`src/rtl/rename_pkg.sv`:
```
/*
 * Shared register tag types and sizes for the rename back end.
 * Assumes 32 architectural and 64 physical registers, so 32 tags are free at reset.
 */

`default_nettype none

package rename_pkg;

  // architectural and physical register file sizes
  localparam int num_arch_regs = 32;
  localparam int num_phys_regs = 64;

  // 5-bit architectural index
  typedef logic [$clog2(num_arch_regs)-1:0] arch_reg_t;

  // 6-bit physical tag
  typedef logic [$clog2(num_phys_regs)-1:0] phys_reg_t;

  // ROB control state
  // recovering is held while the tail walks back after a mispredict
  typedef enum logic {
    normal,
    recovering
  } rob_state_e;

endpackage

`default_nettype wire

```
`src/rtl/rob_if.sv`:
```
/*
 * Dispatch, retire and undo events from the ROB to the map table and free list.
 * All signals are driven by the ROB. rob_depth must be a power of two, 2 to 32.
 */

`timescale 1ns/1ns
`default_nettype none

interface rob_if #(
  parameter int rob_depth = 16
);

  logic                  alloc;
  rename_pkg::arch_reg_t alloc_dest;
  logic                  free_push;
  rename_pkg::phys_reg_t free_tag;
  logic                  undo;
  rename_pkg::arch_reg_t undo_dest;
  rename_pkg::phys_reg_t undo_tag_old;

  // the free list never runs dry only while the ROB holds at most 32 entries
  if (rob_depth < 2 || rob_depth > 32 || (rob_depth & (rob_depth - 1)) != 0) begin : g_bad_depth
    $error("rob_depth must be a power of two between 2 and 32");
  end

  modport rob (
    output alloc, alloc_dest, free_push, free_tag, undo, undo_dest, undo_tag_old
  );

  modport map (input alloc, alloc_dest, undo, undo_dest, undo_tag_old);

  modport free (input alloc, free_push, free_tag, undo);

endinterface

`default_nettype wire

```
`src/rtl/map_table.sv`:
```
/*
 * Architectural to physical map. Lookup is combinational; updates land at the edge.
 * Reset maps architectural register i to physical tag i.
 * Only one of alloc and undo may be high in a cycle.
 */

`timescale 1ns/1ns
`default_nettype none

module map_table (
  input  logic                  clock,
  input  logic                  reset,
  rob_if.map                    port,
  input  rename_pkg::arch_reg_t lookup_dest,
  output rename_pkg::phys_reg_t lookup_tag_old,
  input  rename_pkg::phys_reg_t alloc_tag
);

  rename_pkg::phys_reg_t map [rename_pkg::num_arch_regs];

  // current mapping of the dispatching destination, i.e. T_old
  assign lookup_tag_old = map[lookup_dest];

  always_ff @(posedge clock) begin
    if (reset) begin
      for (int i = 0; i < rename_pkg::num_arch_regs; i++) begin
        map[i] <= rename_pkg::phys_reg_t'(i);
      end
    end else if (port.alloc) begin
      map[port.alloc_dest] <= alloc_tag;
    end else if (port.undo) begin
      // rollback puts back the mapping from before the undone dispatch
      map[port.undo_dest] <= port.undo_tag_old;
    end
  end

  // dispatch is stalled for the whole recovery walk
  a_no_alloc_during_undo: assert property (
    @(posedge clock) disable iff (reset)
    !(port.alloc && port.undo)
  ) else $error("map table saw alloc and undo in the same cycle");

endmodule

`default_nettype wire

```
`src/rtl/free_list.sv`:
```
/*
 * Circular queue of free physical tags, holding tags 32 to 63 in order at reset.
 * Undo rewinds the read pointer, so undone entries must come youngest first.
 * No empty flag, since a ROB of at most 32 entries can never drain it.
 */

`timescale 1ns/1ns
`default_nettype none

module free_list (
  input  logic                  clock,
  input  logic                  reset,
  rob_if.free                   port,
  output rename_pkg::phys_reg_t front_tag
);

  localparam int free_depth = rename_pkg::num_phys_regs - rename_pkg::num_arch_regs;
  localparam int ptr_w      = $clog2(free_depth);
  localparam int cnt_w      = $clog2(free_depth + 1);

  rename_pkg::phys_reg_t queue [free_depth];
  logic [ptr_w-1:0]      rd_ptr;
  logic [ptr_w-1:0]      wr_ptr;
  logic [cnt_w-1:0]      count;

  assign front_tag = queue[rd_ptr];

  always_ff @(posedge clock) begin
    if (reset) begin
      rd_ptr <= '0;
      wr_ptr <= '0;
      count  <= cnt_w'(free_depth);
      for (int i = 0; i < free_depth; i++) begin
        queue[i] <= rename_pkg::phys_reg_t'(rename_pkg::num_arch_regs + i);
      end
    end else begin
      if (port.alloc) begin
        rd_ptr <= rd_ptr + 1'b1;
      end else if (port.undo) begin
        // slot rd_ptr-1 still holds the undone entry's tag
        // as the write pointer stops at the oldest entry's slot
        rd_ptr <= rd_ptr - 1'b1;
      end
      if (port.free_push) begin
        queue[wr_ptr] <= port.free_tag;
        wr_ptr        <= wr_ptr + 1'b1;
      end
      count <= count + cnt_w'(port.free_push) + cnt_w'(port.undo) - cnt_w'(port.alloc);
    end
  end

  a_count_bound: assert property (
    @(posedge clock) disable iff (reset)
    count <= cnt_w'(free_depth)
  ) else $error("free list holds more tags than it has slots");

  // a drained free list means the ROB let in more entries than it has
  a_alloc_not_empty: assert property (
    @(posedge clock) disable iff (reset)
    port.alloc |-> count != '0
  ) else $error("free list allocated while empty");

endmodule

`default_nettype wire

```
`src/rtl/reorder_buffer.sv`:
```
/*
 * Circular ROB holding dest, T and T_old per entry. Retire trusts the head to be done.
 * A mispredict rolls back one entry per cycle from the tail down to branch_idx+1;
 * dispatch and retire are both held off meanwhile. A full ROB stalls even on retire.
 */

`timescale 1ns/1ns
`default_nettype none

module reorder_buffer #(
  parameter int rob_depth = 16
) (
  input  logic                               clock,
  input  logic                               reset,
  input  logic                               dispatch,
  input  logic                               retire,
  input  logic                               mispredict,
  input  rename_pkg::arch_reg_t              dispatch_dest,
  input  logic [$clog2(rob_depth)-1:0]       branch_idx,
  input  rename_pkg::phys_reg_t              new_tag,
  input  rename_pkg::phys_reg_t              new_tag_old,
  rob_if.rob                                 port,
  output logic [$clog2(rob_depth)-1:0]       dispatch_rob_idx,
  output logic [$clog2(rob_depth)-1:0]       head_idx,
  output logic                               stall,
  output logic                               retire_strobe,
  output logic                               recovering,
  output rename_pkg::phys_reg_t              retire_tag_old
);

  localparam int idx_w = $clog2(rob_depth);
  localparam int cnt_w = idx_w + 1;

  // entry payload, only valid is reset
  logic                  valid   [rob_depth];
  rename_pkg::arch_reg_t dest    [rob_depth];
  rename_pkg::phys_reg_t tag     [rob_depth];
  rename_pkg::phys_reg_t tag_old [rob_depth];

  logic [idx_w-1:0]       head;
  logic [idx_w-1:0]       tail;
  logic [cnt_w-1:0]       count;
  logic [idx_w-1:0]       target;
  rename_pkg::rob_state_e state;

  logic             full;
  logic             empty;
  logic             mispredict_ok;
  logic             start_recovery;
  logic             accept_dispatch;
  logic             accept_retire;
  logic [idx_w-1:0] undo_idx;

  assign full          = count == cnt_w'(rob_depth);
  assign empty         = count == '0;
  assign recovering    = state == rename_pkg::recovering;
  assign stall         = full || recovering;
  assign mispredict_ok = mispredict && !recovering;

  // nothing to walk when the branch is already the youngest entry
  assign start_recovery  = mispredict_ok && (idx_w'(branch_idx + 1'b1) != tail);
  assign accept_dispatch = dispatch && !stall && !mispredict_ok;
  assign accept_retire   = retire && !empty && !recovering;
  assign undo_idx        = tail - 1'b1;

  assign dispatch_rob_idx = tail;
  assign head_idx         = head;
  assign retire_strobe    = accept_retire;
  assign retire_tag_old   = tag_old[head];

  assign port.alloc        = accept_dispatch;
  assign port.alloc_dest   = dispatch_dest;
  assign port.free_push    = accept_retire;
  assign port.free_tag     = tag_old[head];
  assign port.undo         = recovering;
  assign port.undo_dest    = dest[undo_idx];
  assign port.undo_tag_old = tag_old[undo_idx];

  always_ff @(posedge clock) begin
    if (reset) begin
      head  <= '0;
      tail  <= '0;
      count <= '0;
      state <= rename_pkg::normal;
      for (int i = 0; i < rob_depth; i++) begin
        valid[i] <= 1'b0;
      end
    end else begin
      if (accept_dispatch) begin
        valid[tail] <= 1'b1;
        tail        <= tail + 1'b1;
      end
      if (accept_retire) begin
        valid[head] <= 1'b0;
        head        <= head + 1'b1;
      end
      if (recovering) begin
        valid[undo_idx] <= 1'b0;
        tail            <= undo_idx;
        // last undo when the entry just after the branch comes off
        if (undo_idx == target) begin
          state <= rename_pkg::normal;
        end
      end else if (start_recovery) begin
        state <= rename_pkg::recovering;
      end
      count <= count + cnt_w'(accept_dispatch) - cnt_w'(accept_retire) - cnt_w'(recovering);
    end
  end

  always_ff @(posedge clock) begin
    if (accept_dispatch) begin
      dest[tail]    <= dispatch_dest;
      tag[tail]     <= new_tag;
      tag_old[tail] <= new_tag_old;
    end
    if (start_recovery) begin
      target <= idx_w'(branch_idx + 1'b1);
    end
  end

  a_branch_valid: assert property (
    @(posedge clock) disable iff (reset)
    mispredict_ok |-> valid[branch_idx]
  ) else $error("mispredict names an empty ROB slot");

  a_count_bound: assert property (
    @(posedge clock) disable iff (reset)
    count <= cnt_w'(rob_depth)
  ) else $error("ROB count beyond depth");

  // the free list rewind must bring back exactly the undone entry's tag
  a_undo_tag: assert property (
    @(posedge clock) disable iff (reset)
    recovering |=> new_tag == $past(tag[undo_idx])
  ) else $error("free list front differs from undone tag");

endmodule

`default_nettype wire

```
`src/rtl/rename_core.sv`:
```
/*
 * Register rename back end: map table, free list and ROB.
 * rob_depth must be a power of two from 2 to 32. No back-pressure anywhere.
 */

`timescale 1ns/1ns
`default_nettype none

module rename_core #(
  parameter int rob_depth = 16
) (
  input  logic                         clock,
  input  logic                         reset,
  input  logic                         dispatch,
  input  rename_pkg::arch_reg_t        dispatch_dest,
  input  logic                         retire,
  input  logic                         mispredict,
  input  logic [$clog2(rob_depth)-1:0] branch_idx,
  output rename_pkg::phys_reg_t        dispatch_tag,
  output rename_pkg::phys_reg_t        dispatch_tag_old,
  output logic [$clog2(rob_depth)-1:0] dispatch_rob_idx,
  output logic                         stall,
  output rename_pkg::phys_reg_t        retire_tag_old,
  output logic                         retire_strobe,
  output logic [$clog2(rob_depth)-1:0] head_idx,
  output logic                         recovering
);

  rob_if #(.rob_depth(rob_depth)) rob_bus ();

  // T comes from the free list front, T_old from the map lookup
  map_table i_map_table (
    .clock          (clock),
    .reset          (reset),
    .port           (rob_bus.map),
    .lookup_dest    (dispatch_dest),
    .lookup_tag_old (dispatch_tag_old),
    .alloc_tag      (dispatch_tag)
  );

  free_list i_free_list (
    .clock     (clock),
    .reset     (reset),
    .port      (rob_bus.free),
    .front_tag (dispatch_tag)
  );

  reorder_buffer #(.rob_depth(rob_depth)) i_rob (
    .clock            (clock),
    .reset            (reset),
    .dispatch         (dispatch),
    .retire           (retire),
    .mispredict       (mispredict),
    .dispatch_dest    (dispatch_dest),
    .branch_idx       (branch_idx),
    .new_tag          (dispatch_tag),
    .new_tag_old      (dispatch_tag_old),
    .port             (rob_bus.rob),
    .dispatch_rob_idx (dispatch_rob_idx),
    .head_idx         (head_idx),
    .stall            (stall),
    .retire_strobe    (retire_strobe),
    .recovering       (recovering),
    .retire_tag_old   (retire_tag_old)
  );

endmodule

`default_nettype wire

```
`config.mk`:
```
export PLATFORM = sky130hd
export DESIGN_NAME = rename_core
export DESIGN_NICKNAME = d
export VERILOG_FILES = /design/src/rtl/rename_pkg.sv /design/src/rtl/rob_if.sv /design/src/rtl/map_table.sv /design/src/rtl/free_list.sv /design/src/rtl/reorder_buffer.sv /design/src/rtl/rename_core.sv
export SDC_FILE = /design/constraint.sdc
export NUM_CORES = 1
export LEC_CHECK = 0
export BUFFER_PORTS_ARGS = -buffer_cell sky130_fd_sc_hd__buf_2
export CAP_MARGIN = 30
export CORE_MARGIN = 3
export CORE_UTILIZATION = 35
export DETAILED_ROUTE_END_ITERATION = 6
export PLACE_DENSITY = 0.56
export SYNTH_ARGS = -nofsm -noshare
export SYNTH_HDL_FRONTEND = slang
export SYNTH_HIERARCHICAL = 1
export SYNTH_SLANG_ARGS = --single-unit
```
`constraint.sdc`:
```
create_clock -name clock -period 4.3 [get_ports clock]
set_clock_uncertainty 0.1 [all_clocks]
set_input_delay 0.645 -clock clock [delete_from_list [all_inputs] [get_ports clock]]
set_output_delay 0.645 -clock clock [all_outputs]
set_load 0.05 [all_outputs]
```
==> results of run 1 <==
[Yosys cell counts, types with 12 or more instances]
cell type,count
a211oi_1,12
nor2_1,61
nand3_1,89
and2_1,35
xnor2_1,15
dfxtp_1,33
or2_2,34
ha_1,21
mux2i_1,22
a22oi_1,12
inv_1,18
nor3_1,160
a21o_1,35
edfxtp_1,564
buf_4,17
mux2_2,14
nand2_1,65
buf_2,37
and3_1,14
mux4_2,183
a21oi_1,23
or3_1,61
clkbuf_1,99
buf_1,12
nor2b_1,25
[metal layers]
layer | global-route usage | share of wire | vias up
met5 | 0 | 0.00020 | -
met4 | 0.0536 | 0.026 | 2
met3 | 0.0309 | 0.070 | 116
met2 | 0.281 | 0.48 | 596
met1 | 0.239 | 0.42 | 8315
li1 | - | - | 6859
[cell families after synthesis]
logic type | Yosys count
DFF | 597
and+or+nand+nor | 583
muxes | 227
buffers and inverters | 194
AOI/OAI and AO/OA | 95
xor gates and xnor gates | 27
adders and majority gates | 23
[final timing paths]
kind / from / to / slack (ps) / cells past startpoint
worst min-delay path: branch_idx[0] / i_rob/target[0] / 220 / 2
worst max-delay path: i_rob/dispatch_rob_idx[1] / i_map_table/map[10][5] / 350 / 10
worst min register to register: i_free_list/rd_ptr[1] / register / 420 / 2
worst max register to register: i_rob/dispatch_rob_idx[1] / i_map_table/map[10][5] / 350 / 10
[cells in the final DEF, fill, tap and decap left out, types with 4 or more instances in the layout]
master      instances
a211oi_1           12
a21o_1             35
a21oi_1            23
a22oi_1            12
and2_1             35
and3_1             14
buf_12             10
buf_2              40
buf_4              75
bufinv_16           4
clkbuf_1            9
clkbuf_16          62
clkbuf_8            4
clkinv_1           13
clkinv_2           12
clkinvlp_4          7
dfxtp_1            29
edfxtp_1          564
ha_1               20
inv_1              18
mux2_2             14
mux2i_1            16
mux2i_4             8
mux4_1              5
mux4_2            183
nand2_1            65
nand2b_1           11
nand3_1            89
nand3b_1            5
nand4_1             4
nor2_1             60
nor2b_1            23
nor3_1            157
nor3_2              6
o21bai_1            4
or2_2              34
or3_1              61
xnor2_1            14
xor2_1             11
[flip-flops by register name (all words and copies together) (netlist names), named ones only]
signal and count:
i_rob/target 4, i_rob/count 5, i_rob/port.undo 1, i_free_list/rd_ptr 5, i_rob/tag_old 96, i_rob/head_idx 4, i_rob/dest 80, i_free_list/wr_ptr 5
i_rob/dispatch_rob_idx 4, i_free_list/queue 192, i_map_table/map 192
[where the power goes]
group	leakage, nW	internal, mW	switching [mW]
sequential	5.23	6.67	0.232
combinational	3.17	2.23	4.19
clock	0.948	2.95	2.25
total	9.35	11.8	6.67
[layout make-up]
type / count / share of cell area
diodes: 2 / 0.000161
multi-input cells: 955 / 0.294
flip-flops and latches: 597 / 0.568
clock inverters: 40 / 0.0104
clock buffers: 75 / 0.0529
well taps: 1040 / 0.0419
inverters: 18 / 0.00218
repair buffers: 125 / 0.0311
[metrics by stage]
step,hold WS [ps],setup WS [ps],utilization,instances,instance area [um2]
detailed placement,408,332,0.374,2735,29100
CTS,172,276,0.400,2850,31000
global placement,395,360,0.374,2735,29100
global route,199,125,0.400,2850,31000
floorplan,376,345,-,1746,27500
finish,219,352,0.400,2852,31000
==> impl_metrics.ini, run 1 <==
[layout]
multiInputGateArea_um2 = 9110
syn_to_final_growth_pct = 12.8
seq_area_um2 = 17600
drive_gt1_frac = 0.266
final_nets = 1795
nFillCells = 7165

[sta]
max_slew.worst_pin.slew_ps = 999
clock.fmax_ghz = 0.253
hold_viol = 0
timing.setup.tns_ps = 0
finalCritPeriodShare = 0.918
slew_headroom = 0.332
post-route-min-period_ps = 3950
rsz0062_at_grt = no
slew_viol_final = 0
setup_viol = 0

[power]
powerDensity_nw_per_um2 = 597
vdd_ir_drop_max_mv = 0.711
p_leak_nw = 9.35
p_total_mw = 18.5

[clocking]
cts.sinks = 597
ctsResizeCount = 0
postCtsSetupBuffers = 0
clock_path_buffers = 3
worstSkewPairLatency_ps = 630
path_clk_slew_ps = 60
cts_tree = built
cts_root_buffer = clkbuf_16
numCtsBuffers = 61
cts_hold_buf = 0
htree_levels = 2

[synth]
ys_warn_count = 6
yosysSeqAreaShare = 0.640
yosys_register_bits = 597
synth.distinct_cells = 55
synth-adder-area-share = 0.0110
async_flop_share = 0
synth_area_per_cell_um2 = 15.8
synthesis.area_um2 = 27500
synth_compound_area_frac = 0.0237
synth_cells = 1746
ys.flop_type = edfxtp_1
synth_edf_count = 564
synthTopCellsByArea = edfxtp_1, mux4_2, nor3_1, dfxtp_1, nand3_1
synth_xor_area_frac = 0.00887
yosys.area.top_type = edfxtp_1
synth-simple-area-share = 0.113
synth_fp_nets = 1783
synthMuxAreaShare = 0.171
synth_top_area_share = 0.616
synth_top_family_by_area = multiplexers

[route]
dr.pass1.iters = 5
vias_per_cell = 5.57
wl_per_cell_um = 24.8
antenna_left = 0
drcViolationCount = 0
num_vias = 15900
drt_iter0_markers = 1365
routed_wl_mm = 70.8

[global_route]
grt_usage = 0.173
grt_pass1_vias = 16300
antenna_found_initial = 4
grt_max_degree = 55
grt.overflow.total = 0
grt_pass1_wl_mm = 107

[setup_path]
cp-end-kind = register
worstPathMaxFanout = 14
path_class = register to register
crit_arrival_ps = 4160
cp_slowest_cell = ha_2
startpoint_type = register
crit_required_ps = 4510
critPathTopFamily = compound AO/OA/AOI/OAI gates
cpPeakStageDelay_ps = 620
path_cells = inv_1 -> ha_2 -> mux4_2 -> nor2b_1 -> a211oi_1 -> a21oi_1 -> nor3b_1 -> o21bai_1 -> nor3_4 -> a21o_1
worst-path-buf-inv = 1

[hold_path]
min_path_type = input port to register

[floorplan]
io_pins = 43
fp-row-count = 102
dieArea_um2 = 82000
start_util = 0.354
die_h_um = 286
core_um2 = 77600
die_w_um = 286

[placed_design]
io_buffers = 42
place_hpwl_mm = 45.3
gp_congestion = 0.796

[flow_run]
cap_violations = 0

[outcome]
status = finished, final reports clean
Power figures use the tool's default switching activity.
==> run 2: changes to the inputs <==
--- a/config.mk
+++ b/config.mk
@@ -10,6 +10,7 @@
 export CORE_MARGIN = 3
 export CORE_UTILIZATION = 35
 export DETAILED_ROUTE_END_ITERATION = 6
+export GPL_ROUTABILITY_DRIVEN = 0
 export PLACE_DENSITY = 0.56
 export SYNTH_ARGS = -nofsm -noshare
 export SYNTH_HDL_FRONTEND = slang
==> constraint.sdc (replaced) <==
create_clock -name clock -period 4.3 [get_ports clock]
set_clock_uncertainty 0.1 [all_clocks]
set_input_delay 0.645 -clock clock [delete_from_list [all_inputs] [get_ports clock]]
set_output_delay 0.645 -clock clock [all_outputs]
set_load 0.1 [all_outputs]
==> run 2 against run 1 <==
Against the previous run:
- sequential power is essentially flat
- utilization rose by 0.18 points
- cell count increased by 0.35%
- flip-flop and latch count stayed put
- largest cell class unchanged
==> impl_metrics.ini, run 2 (synthesis gave the netlist of run 1 again) <==
[floorplan]
die_w_um = 286
die_h_um = 286
core_um2 = 77600
fp-row-count = 102
start_util = 0.354
io_pins = 43
dieArea_um2 = 82000

[global_route]
grt.overflow.total = 0
antenna_found_initial = 2
grt_max_degree = 49
grt_usage = 0.174
grt_pass1_vias = 16000
grt_pass1_wl_mm = 107

[setup_path]
cpPeakStageDelay_ps = 670
r2r-start = i_rob/dispatch_rob_idx[0]
crit_arrival_ps = 4320
crit_required_ps = 4570
rr_worst_depth = 9
worst-path-buf-inv = 1
worstPathMaxFanout = 14
regToRegSetupSlack_ps = 250
reg2reg_to = i_map_table/map[29][5]
path_cells = inv_1 -> ha_2 -> mux4_2 -> nor2b_1 -> a211oi_1 -> a21oi_1 -> mux2i_4 -> nand3_1 -> nor3_1
cp_slowest_cell = ha_2
critPathTopFamily = simple AND/OR/NAND/NOR gates
startpoint_type = register
path_class = register to register
cp-end-kind = register

[clocking]
ctsResizeCount = 0
worstSkewPairLatency_ps = 610
cts.sinks = 597
numCtsBuffers = 66
cts_hold_buf = 0
clock_path_buffers = 3
cts_root_buffer = clkbuf_16
cts_tree = built
htree_levels = 3
postCtsSetupBuffers = 0
path_clk_slew_ps = 60

[route]
vias_per_cell = 5.54
drt_iter0_markers = 1394
routed_wl_mm = 71.0
antenna_left = 0
num_vias = 15900
drcViolationCount = 0
wl_per_cell_um = 24.8
dr.pass1.iters = 5

[layout]
nFillCells = 7172
n_antenna_cell = 0
multiInputGateArea_um2 = 9110
reg.largest.list = i_free_list/queue (192), i_map_table/map (192), i_rob/tag_old (96)
final_nets = 1807
syn_to_final_growth_pct = 13.3
layout_commonest_cell = edfxtp_1
mostFrequentLayoutCells = edfxtp_1, mux4_2, nor3_1
drive_gt1_frac = 0.269
seq_area_um2 = 17600

[hold_path]
whs_endpoint = i_rob/target[0]
min_path_type = input port to register
min_from = branch_idx[0]
holdPathStages = 2

[sta]
setup_viol = 0
hold_viol = 0
timing.setup.tns_ps = 0
slew_headroom = 0.348
post-route-min-period_ps = 4050
finalCritPeriodShare = 0.941
max_slew.worst_pin.slew_ps = 979
clock.fmax_ghz = 0.247
rsz0062_at_grt = no
slew_viol_final = 0

[placed_design]
io_buffers = 42
place_hpwl_mm = 46.5

[power]
internal_power_mw = 12.0
switchingPower_mw = 7.09
vdd_ir_drop_max_mv = 0.932
p_total_mw = 19.1
power_frac_clock = 0.292
power.combinational.fraction = 0.345
powerDensity_nw_per_um2 = 613
p_leak_nw = 9.45
sw_frac_of_total = 0.371
p_seq_frac = 0.363

[flow_run]
cap_violations = 0

[outcome]
status = finished, final reports clean
## run 2: cell count changes in the layout (fill, tap and decap cells not counted), moves of 4 or more
cell	delta
buf_4	+13
buf_12	-6
clkbuf_1	+6
clkinvlp_4	-6
clkbuf_16	+5
clkinv_1	-4
## run 2: worst max-delay path by stage
stage,startpoint,endpoint,slack (ps),cells past startpoint
after floorplan,i_rob/dispatch_rob_idx[1],i_map_table/map[21][0],190,11
after global placement,dispatch_dest[1],dispatch_tag_old[4],310,6
after detailed placement,dispatch_dest[1],dispatch_tag_old[4],260,6
after CTS,register,dispatch_tag[4],180,5
after global routing,i_rob/dispatch_rob_idx[0],i_map_table/map[29][5],50,11
final,i_rob/dispatch_rob_idx[0],i_map_table/map[29][5],250,9
## run 2: stage by stage
stage               cell area [um2]   util  worst slack (ps)  std cells  hold WS [ps]
global route                  31200  0.402              48.9       2862           217
floorplan                     27500      -               190       1746           376
finish                        31200  0.402               254       2862           239
detailed placement            29000  0.374               260       2742           418
global placement              29000  0.374               308       2742           398
CTS                           31200  0.402               184       2862           198
## run 2: area by class of cell
type                       instances  share of cell area
clock buffer                      84              0.0565
clock inverter                    36              0.0119
inverter                          18             0.00217
multi-input combinational        955               0.292
sequential                       597               0.565
tap                             1040              0.0418
timing repair buffer             132              0.0302
## run 2: layer usage
metal / global-route usage / wire length [um] / up-vias
met3: 0.0250 / 4570 / 97
met1: 0.249 / 30500 / 8304
li1: - / - / 6906
met4: 0.0485 / 1630 / 0
met2: 0.279 / 34300 / 562
met5: 0 / 0 / -
## run 2: power groups by stage
stage / clock (mW) / combinational, mW / sequential, mW
2_1_floorplan: 0 / 4.47 / 7.01
3_5_place_dp: 0 / 6.64 / 7.05
4_1_cts: 5.70 / 6.66 / 6.93
6_report: 5.58 / 6.59 / 6.93
3_3_place_gp: 0 / 6.58 / 7.04
5_1_grt: 5.93 / 6.94 / 6.96
